==> config.mk <==
export PLATFORM = sky130hd
export DESIGN_NAME = axi_clkgen
export DESIGN_NICKNAME = d
export VERILOG_FILES = /design/src/clkgen_pkg.sv /design/src/up_if.sv /design/src/drp_if.sv /design/src/clk_div_out.sv /design/src/clk_div_drp.sv /design/src/up_axi.sv /design/src/up_clkgen.sv /design/src/axi_clkgen.sv
export SDC_FILE = /design/constraint.sdc
export NUM_CORES = 1
export LEC_CHECK = 0
export BUFFER_PORTS_ARGS = -buffer_cell sky130_fd_sc_hd__buf_2
export CAP_MARGIN = 20
export CORE_AREA = 10 10 208 210
export DETAILED_ROUTE_END_ITERATION = 6
export DIE_AREA = 0 0 218 220
export PLACE_DENSITY_LB_ADDON = 0.3
export SLEW_MARGIN = 30
export SYNTH_ARGS = -nofsm -noshare
export SYNTH_HDL_FRONTEND = slang
export SYNTH_SLANG_ARGS = --single-unit
==> constraint.sdc <==
create_clock -name s_axi_aclk -period 7.5 [get_ports s_axi_aclk]
set_input_delay 0.375 -clock s_axi_aclk [delete_from_list [all_inputs] [get_ports s_axi_aclk]]
set_output_delay 0.375 -clock s_axi_aclk [all_outputs]
set_load 0.01 [all_outputs]
==> src/clkgen_pkg.sv <==
package clkgen_pkg;

  // bus widths
  localparam int UP_AW = 14;
  localparam int UP_DW = 32;
  localparam int DRP_AW = 12;
  localparam int DRP_DW = 16;

  localparam logic [UP_DW-1:0] PCORE_VERSION = 32'h0005_0063;

  // register map, word addresses
  localparam logic [UP_AW-1:0] REG_VERSION    = 14'h000;
  localparam logic [UP_AW-1:0] REG_ID         = 14'h001;
  localparam logic [UP_AW-1:0] REG_SCRATCH    = 14'h002;
  localparam logic [UP_AW-1:0] REG_RSTN       = 14'h010;
  localparam logic [UP_AW-1:0] REG_STATUS     = 14'h017;
  localparam logic [UP_AW-1:0] REG_DRP_CNTRL  = 14'h01c;
  localparam logic [UP_AW-1:0] REG_DRP_STATUS = 14'h01d;

  // drp addresses of the divisor words
  localparam logic [DRP_AW-1:0] DRP_CLK0_DIV = 12'h008;
  localparam logic [DRP_AW-1:0] DRP_CLK1_DIV = 12'h00a;

  // divisor limits
  localparam logic [DRP_DW-1:0] DIV_RESET = 16'd6;
  localparam logic [DRP_DW-1:0] DIV_MIN   = 16'd2;

  // timing, in s_axi_aclk cycles
  localparam int DRP_LATENCY = 2;
  localparam int LOCK_CYCLES = 64;

endpackage

==> src/up_if.sv <==
interface up_if;

  logic                          wreq;
  logic [clkgen_pkg::UP_AW-1:0]  waddr;
  logic [clkgen_pkg::UP_DW-1:0]  wdata;
  logic                          wack;
  logic                          rreq;
  logic [clkgen_pkg::UP_AW-1:0]  raddr;
  logic [clkgen_pkg::UP_DW-1:0]  rdata;
  logic                          rack;

  // one request in flight, ack follows one cycle later
  modport bridge (
    output wreq, waddr, wdata, rreq, raddr,
    input  wack, rdata, rack
  );

  modport regs (
    input  wreq, waddr, wdata, rreq, raddr,
    output wack, rdata, rack
  );

endinterface

==> src/drp_if.sv <==
interface drp_if;

  logic                          sel;
  logic                          wr;
  logic [clkgen_pkg::DRP_AW-1:0] addr;
  logic [clkgen_pkg::DRP_DW-1:0] wdata;
  logic [clkgen_pkg::DRP_DW-1:0] rdata;
  logic                          ready;
  // level, not a pulse
  logic                          locked;

  modport master (
    output sel, wr, addr, wdata,
    input  rdata, ready, locked
  );

  modport slave (
    input  sel, wr, addr, wdata,
    output rdata, ready, locked
  );

endinterface

==> src/clk_div_out.sv <==
module clk_div_out (
  input  logic                          s_axi_aclk,
  input  logic                          rst_n,
  input  logic                          div_rst,
  input  logic                          locked,
  input  logic [clkgen_pkg::DRP_DW-1:0] div,
  output logic                          clk_out
);

  logic [clkgen_pkg::DRP_DW-1:0] div_c;
  logic [clkgen_pkg::DRP_DW:0]   div_p1;
  logic [clkgen_pkg::DRP_DW-1:0] high_len;
  logic [clkgen_pkg::DRP_DW-1:0] cnt;

  // clamp, then high phase is half the period rounded up
  assign div_c    = (div < clkgen_pkg::DIV_MIN) ? clkgen_pkg::DIV_MIN : div;
  assign div_p1   = {1'b0, div_c} + 1'b1;
  assign high_len = div_p1[clkgen_pkg::DRP_DW:1];

  always_ff @(posedge s_axi_aclk) begin
    if (!rst_n || div_rst || !locked) begin
      cnt     <= '0;
      clk_out <= 1'b0;
    end else begin
      clk_out <= (cnt < high_len);
      if (cnt >= div_c - 1'b1) begin
        cnt <= '0;
      end else begin
        cnt <= cnt + 1'b1;
      end
    end
  end

endmodule

==> src/clk_div_drp.sv <==
module clk_div_drp (
  input  logic                          s_axi_aclk,
  input  logic                          rst_n,
  input  logic                          div_rst,
  drp_if.slave                          drp,
  output logic [clkgen_pkg::DRP_DW-1:0] clk0_div,
  output logic [clkgen_pkg::DRP_DW-1:0] clk1_div
);

  localparam int LAT_W  = $clog2(clkgen_pkg::DRP_LATENCY + 1);
  localparam int LOCK_W = $clog2(clkgen_pkg::LOCK_CYCLES);

  logic                          lat_busy;
  logic [LAT_W-1:0]              lat_cnt;
  logic                          lat_done;
  logic [clkgen_pkg::DRP_AW-1:0] addr_q;
  logic [LOCK_W-1:0]             lock_cnt;
  logic                          div_wr;

  assign lat_done = lat_busy && (lat_cnt == LAT_W'(clkgen_pkg::DRP_LATENCY - 1));
  assign div_wr   = drp.sel && drp.wr &&
                    ((drp.addr == clkgen_pkg::DRP_CLK0_DIV) ||
                     (drp.addr == clkgen_pkg::DRP_CLK1_DIV));

  // divisor store and access latency
  always_ff @(posedge s_axi_aclk) begin
    if (!rst_n) begin
      clk0_div  <= clkgen_pkg::DIV_RESET;
      clk1_div  <= clkgen_pkg::DIV_RESET;
      lat_busy  <= 1'b0;
      lat_cnt   <= '0;
      drp.ready <= 1'b0;
    end else begin
      drp.ready <= lat_done;
      if (drp.sel) begin
        lat_busy <= 1'b1;
        lat_cnt  <= LAT_W'(1);
        if (drp.wr && (drp.addr == clkgen_pkg::DRP_CLK0_DIV)) begin
          clk0_div <= drp.wdata;
        end
        if (drp.wr && (drp.addr == clkgen_pkg::DRP_CLK1_DIV)) begin
          clk1_div <= drp.wdata;
        end
      end else if (lat_done) begin
        lat_busy <= 1'b0;
      end else if (lat_busy) begin
        lat_cnt <= lat_cnt + LAT_W'(1);
      end
    end
  end

  always_ff @(posedge s_axi_aclk) begin
    if (drp.sel) begin
      addr_q <= drp.addr;
    end
    if (lat_done) begin
      case (addr_q)
        clkgen_pkg::DRP_CLK0_DIV: drp.rdata <= clk0_div;
        clkgen_pkg::DRP_CLK1_DIV: drp.rdata <= clk1_div;
        default:                  drp.rdata <= '0;
      endcase
    end
  end

  // lock model, relocks after reset release or a new divisor
  always_ff @(posedge s_axi_aclk) begin
    if (!rst_n || div_rst || div_wr) begin
      lock_cnt   <= '0;
      drp.locked <= 1'b0;
    end else if (!drp.locked) begin
      if (lock_cnt == LOCK_W'(clkgen_pkg::LOCK_CYCLES - 1)) begin
        drp.locked <= 1'b1;
      end else begin
        lock_cnt <= lock_cnt + LOCK_W'(1);
      end
    end
  end

endmodule

==> src/up_axi.sv <==
module up_axi (
  input  logic        s_axi_aclk,
  input  logic        rst_n,
  input  logic        awvalid,
  input  logic [15:0] awaddr,
  output logic        awready,
  input  logic        wvalid,
  input  logic [31:0] wdata,
  input  logic [ 3:0] wstrb,
  output logic        wready,
  output logic        bvalid,
  output logic [ 1:0] bresp,
  input  logic        bready,
  input  logic        arvalid,
  input  logic [15:0] araddr,
  output logic        arready,
  output logic        rvalid,
  output logic [31:0] rdata,
  output logic [ 1:0] rresp,
  input  logic        rready,
  up_if.bridge        up
);

  logic wr_pend;
  logic rd_pend;
  logic wr_accept;
  logic rd_accept;

  // wstrb is not decoded, writes always store the full word
  assign wr_accept = awvalid && wvalid && !wr_pend;
  assign rd_accept = arvalid && !rd_pend;

  assign bresp = 2'b00;
  assign rresp = 2'b00;

  // write channel
  always_ff @(posedge s_axi_aclk) begin
    if (!rst_n) begin
      awready <= 1'b0;
      wready  <= 1'b0;
      wr_pend <= 1'b0;
      up.wreq <= 1'b0;
      bvalid  <= 1'b0;
    end else begin
      awready <= wr_accept;
      wready  <= wr_accept;
      up.wreq <= awready;
      if (wr_accept) begin
        wr_pend <= 1'b1;
      end
      if (up.wack) begin
        bvalid <= 1'b1;
      end else if (bvalid && bready) begin
        bvalid  <= 1'b0;
        wr_pend <= 1'b0;
      end
    end
  end

  always_ff @(posedge s_axi_aclk) begin
    if (wr_accept) begin
      up.waddr <= awaddr[15:2];
      up.wdata <= wdata;
    end
  end

  // read channel
  always_ff @(posedge s_axi_aclk) begin
    if (!rst_n) begin
      arready <= 1'b0;
      rd_pend <= 1'b0;
      up.rreq <= 1'b0;
      rvalid  <= 1'b0;
    end else begin
      arready <= rd_accept;
      up.rreq <= arready;
      if (rd_accept) begin
        rd_pend <= 1'b1;
      end
      if (up.rack) begin
        rvalid <= 1'b1;
      end else if (rvalid && rready) begin
        rvalid  <= 1'b0;
        rd_pend <= 1'b0;
      end
    end
  end

  always_ff @(posedge s_axi_aclk) begin
    if (rd_accept) begin
      up.raddr <= araddr[15:2];
    end
    if (up.rack) begin
      rdata <= up.rdata;
    end
  end

endmodule

==> src/up_clkgen.sv <==
module up_clkgen #(
  parameter logic [31:0] ID = 32'h0
) (
  input  logic  s_axi_aclk,
  input  logic  rst_n,
  up_if.regs    up,
  drp_if.master drp,
  output logic  div_rst
);

  logic [clkgen_pkg::UP_DW-1:0]  scratch;
  logic                          drp_busy;
  logic [clkgen_pkg::DRP_DW-1:0] drp_rdata_last;
  logic                          drp_launch;

  // a new command while busy is dropped
  assign drp_launch = up.wreq && (up.waddr == clkgen_pkg::REG_DRP_CNTRL) && !drp_busy;

  // register writes and drp sequencing
  always_ff @(posedge s_axi_aclk) begin
    if (!rst_n) begin
      up.wack        <= 1'b0;
      scratch        <= '0;
      div_rst        <= 1'b1;
      drp.sel        <= 1'b0;
      drp_busy       <= 1'b0;
      drp_rdata_last <= '0;
    end else begin
      up.wack <= up.wreq;
      drp.sel <= drp_launch;
      if (up.wreq) begin
        case (up.waddr)
          clkgen_pkg::REG_SCRATCH: scratch <= up.wdata;
          clkgen_pkg::REG_RSTN:    div_rst <= ~up.wdata[0];
          default: ;
        endcase
      end
      if (drp_launch) begin
        drp_busy <= 1'b1;
      end else if (drp.ready) begin
        drp_busy <= 1'b0;
        if (!drp.wr) begin
          drp_rdata_last <= drp.rdata;
        end
      end
    end
  end

  // command fields, held until the next launch
  always_ff @(posedge s_axi_aclk) begin
    if (drp_launch) begin
      drp.wr    <= ~up.wdata[28];
      drp.addr  <= up.wdata[27:16];
      drp.wdata <= up.wdata[15:0];
    end
  end

  // register reads
  always_ff @(posedge s_axi_aclk) begin
    if (!rst_n) begin
      up.rack  <= 1'b0;
      up.rdata <= '0;
    end else begin
      up.rack  <= up.rreq;
      up.rdata <= '0;
      if (up.rreq) begin
        case (up.raddr)
          clkgen_pkg::REG_VERSION:    up.rdata <= clkgen_pkg::PCORE_VERSION;
          clkgen_pkg::REG_ID:         up.rdata <= ID;
          clkgen_pkg::REG_SCRATCH:    up.rdata <= scratch;
          clkgen_pkg::REG_RSTN:       up.rdata <= {31'd0, ~div_rst};
          clkgen_pkg::REG_STATUS:     up.rdata <= {31'd0, drp.locked};
          clkgen_pkg::REG_DRP_STATUS: up.rdata <= {15'd0, drp_busy, drp_rdata_last};
          default:                    up.rdata <= '0;
        endcase
      end
    end
  end

endmodule

==> src/axi_clkgen.sv <==
module axi_clkgen #(
  parameter logic [31:0] ID = 32'h0
) (
  input  logic        s_axi_aclk,
  input  logic        rst_n,
  input  logic        s_axi_awvalid,
  input  logic [15:0] s_axi_awaddr,
  output logic        s_axi_awready,
  input  logic        s_axi_wvalid,
  input  logic [31:0] s_axi_wdata,
  input  logic [ 3:0] s_axi_wstrb,
  output logic        s_axi_wready,
  output logic        s_axi_bvalid,
  output logic [ 1:0] s_axi_bresp,
  input  logic        s_axi_bready,
  input  logic        s_axi_arvalid,
  input  logic [15:0] s_axi_araddr,
  output logic        s_axi_arready,
  output logic        s_axi_rvalid,
  output logic [31:0] s_axi_rdata,
  output logic [ 1:0] s_axi_rresp,
  input  logic        s_axi_rready,
  output logic        clk_0,
  output logic        clk_1
);

  logic                          div_rst;
  logic [clkgen_pkg::DRP_DW-1:0] clk0_div;
  logic [clkgen_pkg::DRP_DW-1:0] clk1_div;

  up_if  up_bus ();
  drp_if drp_bus ();

  up_axi i_up_axi (
    .s_axi_aclk (s_axi_aclk),
    .rst_n      (rst_n),
    .awvalid    (s_axi_awvalid),
    .awaddr     (s_axi_awaddr),
    .awready    (s_axi_awready),
    .wvalid     (s_axi_wvalid),
    .wdata      (s_axi_wdata),
    .wstrb      (s_axi_wstrb),
    .wready     (s_axi_wready),
    .bvalid     (s_axi_bvalid),
    .bresp      (s_axi_bresp),
    .bready     (s_axi_bready),
    .arvalid    (s_axi_arvalid),
    .araddr     (s_axi_araddr),
    .arready    (s_axi_arready),
    .rvalid     (s_axi_rvalid),
    .rdata      (s_axi_rdata),
    .rresp      (s_axi_rresp),
    .rready     (s_axi_rready),
    .up         (up_bus)
  );

  up_clkgen #(
    .ID (ID)
  ) i_up_clkgen (
    .s_axi_aclk (s_axi_aclk),
    .rst_n      (rst_n),
    .up         (up_bus),
    .drp        (drp_bus),
    .div_rst    (div_rst)
  );

  clk_div_drp i_clk_div_drp (
    .s_axi_aclk (s_axi_aclk),
    .rst_n      (rst_n),
    .div_rst    (div_rst),
    .drp        (drp_bus),
    .clk0_div   (clk0_div),
    .clk1_div   (clk1_div)
  );

  // one divider per output clock
  clk_div_out i_clk_div_0 (
    .s_axi_aclk (s_axi_aclk),
    .rst_n      (rst_n),
    .div_rst    (div_rst),
    .locked     (drp_bus.locked),
    .div        (clk0_div),
    .clk_out    (clk_0)
  );

  clk_div_out i_clk_div_1 (
    .s_axi_aclk (s_axi_aclk),
    .rst_n      (rst_n),
    .div_rst    (div_rst),
    .locked     (drp_bus.locked),
    .div        (clk1_div),
    .clk_out    (clk_1)
  );

endmodule

==> impl_results.rst <==
.. list-table::
   :header-rows: 1

   * - Metric
     - Value
   * - Multi-input gate area in the final layout
     - around 0.0053 mm²
   * - Wire length of the first global-routing pass
     - 48300 µm
   * - Required time of the critical path
     - 7.90 ns
   * - CTS clock-pin slew for the worst setup and hold paths
     - 0.06 ns
   * - Tot GR Track Use
     - between 10 and 15%
   * - Die height
     - 220 µm
   * - Final weighted congestion of routability-driven global placement
     - 0.826
   * - Layout Nets
     - 1458
   * - # clock sinks
     - 319
   * - Total leakage power
     - 5.76 nW
   * - Residual DRC count
     - 0
   * - Worst hold path stage count
     - 1
   * - CTS tree
     - yes
   * - First-pass iteration count of the detailed router
     - 6
   * - First-iteration detailed-routing DRC count
     - 622
   * - Area of the core
     - 0.0393 mm²
   * - Final std cells w/o fill
     - 1866
   * - Total standard cell area after synthesis
     - 0.0136 mm²
   * - Peak VDD IR
     - roughly 0.17 mV
   * - Number of antenna violations at the first check in global routing
     - 0
   * - Worst Clk Skew
     - 0.0172 ns
   * - Unrepaired setup endpoints after global routing
     - no
   * - Status
     - finished clean
   * - Clock latency reported for the late side of the worst-skew pair
     - approximately 0.53 ns
   * - Nature of the critical path startpoint
     - flip-flop
   * - Sequential cell area fraction in the yosys report
     - 58.1%
   * - Number of distinct standard cells referenced by the synthesized netlist
     - 64
   * - Highest fanout seen on the critical path
     - 16
   * - Final min period
     - 4.82 ns
   * - Inserted Clock Buffers
     - 36
   * - Maximum number of pins on one net before global-route repair
     - 65
   * - Cells after Synth
     - 1221
   * - Endpoint kind of the worst setup timing path
     - flip-flop
   * - Final global-route overflow total
     - 0
   * - Final count of hold timing violations
     - 0
   * - Average cell area after synthesis
     - 11.1 µm²
   * - R2R cell count
     - 15
   * - Count of H-tree levels built during CTS
     - 2
   * - Port Buffers
     - 105
   * - Number of fillers in the final layout
     - 3825
   * - Share of async-settable or async-resettable flops after synthesis
     - 0%
   * - Number of vias per cell after detailed routing
     - around 4.8
   * - Most used DFF post-synth
     - sky130_fd_sc_hd__dfxtp_1
   * - Count of final setup violators
     - 0
   * - Yosys warning count
     - 0
   * - Flip-flop and latch count after synthesis
     - about 320
   * - Placement row count
     - 73
   * - Total number of vias
     - 8878
   * - Transition time at the pin with the least slew margin
     - 0.980 ns
   * - Setup_tns
     - 0 ns
   * - Area of the die
     - 0.0480 mm²
   * - Worst path cell trace
     - or4_1, nor2_1, nand4_1, nand2_1, ha_1, nor3b_1, nand3_1, nor4_1, xnor2_1, ha_1, nand4_1, or3_1, a221oi_1, or4_1, nor2_1
   * - CTS-repair resized insts
     - 0
   * - Share of the clock period used by the worst path
     - 64.2%
   * - Slowest cell on the critical path
     - sky130_fd_sc_hd__or4_1
   * - Effective utilization at floorplan
     - 34.5%
   * - Maximum clock insertion buffer count
     - 3
   * - Count of cell instances traversed by the critical path
     - 15
   * - Headroom to the max-slew limit
     - between 30% and 40%
   * - Ranking of synthesized cells by area
     - sky130_fd_sc_hd__edfxtp_1 (33%), sky130_fd_sc_hd__dfxtp_1 (25%), sky130_fd_sc_hd__ha_1 (6.5%)
   * - Cell type with the highest aggregate area in the netlist
     - sky130_fd_sc_hd__edfxtp_1
   * - Max capacitance violation total
     - 0
   * - Area growth from synthesis to layout
     - 15.9%
   * - Antenna diode count
     - 0
   * - Classification of the worst setup path
     - reg2reg
   * - Final-report max-slew violation count
     - 0
   * - Family with the most delay on the worst path
     - simple AND/OR/NAND/NOR gates
   * - Cell Count Post-Placement
     - 1795
   * - Buf/Inv on CP
     - 0
   * - Fraction of post-synthesis cell area in the top cell type by area
     - 33.0%
   * - Number of nets with antenna violations after routing
     - 0
   * - Average routed wire per standard cell
     - 15.9 µm
   * - Via count of the first global-routing pass
     - roughly 9000
   * - Pwr Density
     - 231 mW/mm²
   * - Die width
     - ~220 µm
   * - I/O pin total
     - 118
   * - Total Routed Length
     - 29700 µm
   * - Clock tree root driver cell
     - sky130_fd_sc_hd__clkbuf_16
   * - Most common library cell in the layout ignoring fill and taps
     - sky130_fd_sc_hd__dfxtp_1
   * - Peak clock frequency supported by timing
     - approximately 210 MHz
   * - Cts hold-fix bufs
     - 4
   * - Total half-perimeter wirelength after legalization and detailed placement
     - 20700 µm
   * - FF+latch area
     - 0.00788 mm²
   * - Type of the most critical hold path
     - in2reg
   * - Commonest cells after routing, fill and taps aside
     - sky130_fd_sc_hd__dfxtp_1 (170), sky130_fd_sc_hd__nand2_1 (163), sky130_fd_sc_hd__edfxtp_1 (149)
   * - Worst endpoint data arrival time
     - roughly 5.2 ns
   * - Fraction of final layout cells sized beyond drive strength 1
     - 14.3%
   * - Setup Buffers After CTS
     - 0
   * - Maximum single-stage delay on the critical path
     - 0.62 ns
   * - Number of enable flip-flop cells after synthesis
     - 149
==> final timing paths <==
check                                          start                         endpoint  slack [ns]
max          i_clk_div_drp.clk1_div[11]$_SDFFE_PN0P_    i_clk_div_1.cnt[2]$_SDFF_PP0_        2.68
min                                  s_axi_wdata[27]  i_up_axi.up.wdata[27]$_DFFE_PP_        0.02
max reg2reg  i_clk_div_drp.clk1_div[11]$_SDFFE_PN0P_    i_clk_div_1.cnt[2]$_SDFF_PP0_        2.68
min reg2reg       i_up_clkgen.up.rdata[7]$_SDFF_PN0_      i_up_axi.rdata[7]$_DFFE_PP_        0.40
==> flip-flops by register name, summed over array words and instances, names as in the netlist, 2 cells and up <==
signal,flops
i_up_clkgen.scratch,32
i_up_clkgen.drp_rdata_last,16
i_clk_div_1.cnt,16
i_clk_div_drp.lat_cnt,2
i_up_axi.up.wdata,32
i_up_clkgen.drp.wdata,16
i_up_axi.up.waddr,14
i_up_clkgen.drp.addr,12
i_clk_div_drp.clk0_div,16
i_clk_div_drp.clk1_div,16
i_clk_div_0.cnt,16
i_clk_div_drp.addr_q,12
i_up_clkgen.up.rdata,32
i_up_axi.up.raddr,14
i_clk_div_drp.drp.rdata,16
i_up_axi.rdata,32
i_clk_div_drp.lock_cnt,6
==> cell type report <==
cell class | instances | area share [%]
Clock inverter | 16 | 1.05
Multi-Input combinational cell | 814 | 33.5
Tap cell | 525 | 4.18
Sequential cell | 319 | 50.1
Inverter | 23 | 0.549
Timing Repair Buffer | 119 | 4.15
Clock buffer | 50 | 6.51
==> per-stage QoR <==
step	hold WS (ns)	worst slack [ns]	power [W]	cell area, µm²	utilization, %
floorplan	0.386	3.52	0.00191	13600	-
finish	0.0237	2.68	0.00363	15700	40.0
global route	0.000775	2.22	0.00376	15700	40.0
detailed placement	0.389	2.71	0.00194	14500	36.9
CTS	0.000119	2.68	0.00369	15700	40.0
global placement	0.388	2.76	0.00194	14500	36.8
==> Yosys cell counts, drive strengths merged (2+ instances only) <==
master	instances
ha	70
a21o	6
o311ai	2
inv	23
clkbuf	40
nand2b	9
nor3b	2
and4	7
nor2	122
a2111oi	2
buf	28
a221oi	2
a22o	13
mux2i	51
edfxtp	149
nand3	35
or3	4
o21ai	37
a21oi	73
nor4	17
nor3	20
nand4	22
nor2b	9
nor4b	2
xnor2	39
and3	9
a211oi	4
o211ai	2
dfxtp	170
nand3b	3
or4	5
a31oi	3
and2	23
nand2	163
xor2	44
==> per-layer routing <==
metal,global-route usage [%],vias up,share of wire [%]
li1,-,4474,-
met1,16.8,4162,48
met2,19.9,201,45
met3,2.29,41,4.5
met4,3.86,0,2.2
met5,0,-,0
==> kinds of logic (layout without fill, tap and decap cells) <==
logic type	count (synthesis)	in the layout	synth area share [%]
other cells	1	4	0.0276
flops	319	319	58.1
mux	51	51	3.76
fa+ha+maj	70	70	6.46
compound gates	151	151	6.54
simple gates	455	455	16.4
xor+xnor	83	83	5.36
buf+inv	91	208	3.35
==> worst reg2reg max path, cell delays in order (launching register included) <==
cell	delay, ns
sky130_fd_sc_hd__dfxtp_1	0.41
sky130_fd_sc_hd__or4_1	0.62
sky130_fd_sc_hd__nor2_1	0.16
sky130_fd_sc_hd__nand4_1	0.21
sky130_fd_sc_hd__nand2_1	0.20
sky130_fd_sc_hd__ha_1	0.20
sky130_fd_sc_hd__nor3b_1	0.49
sky130_fd_sc_hd__nand3_1	0.20
sky130_fd_sc_hd__nor4_1	0.30
sky130_fd_sc_hd__xnor2_1	0.13
sky130_fd_sc_hd__ha_1	0.31
sky130_fd_sc_hd__nand4_1	0.17
sky130_fd_sc_hd__or3_1	0.41
sky130_fd_sc_hd__a221oi_1	0.25
sky130_fd_sc_hd__or4_1	0.52
sky130_fd_sc_hd__nor2_1	0.11
==> where the power goes <==
group	internal (W)	total, W	switching [W]
combinational	0.0000207	0.0000566	0.0000359
sequential	0.00184	0.00185	0.00000999
clock	0.00103	0.00173	0.000699
total	0.00289	0.00363	0.000745
No activity file was read; power rests on OpenSTA's default activity.
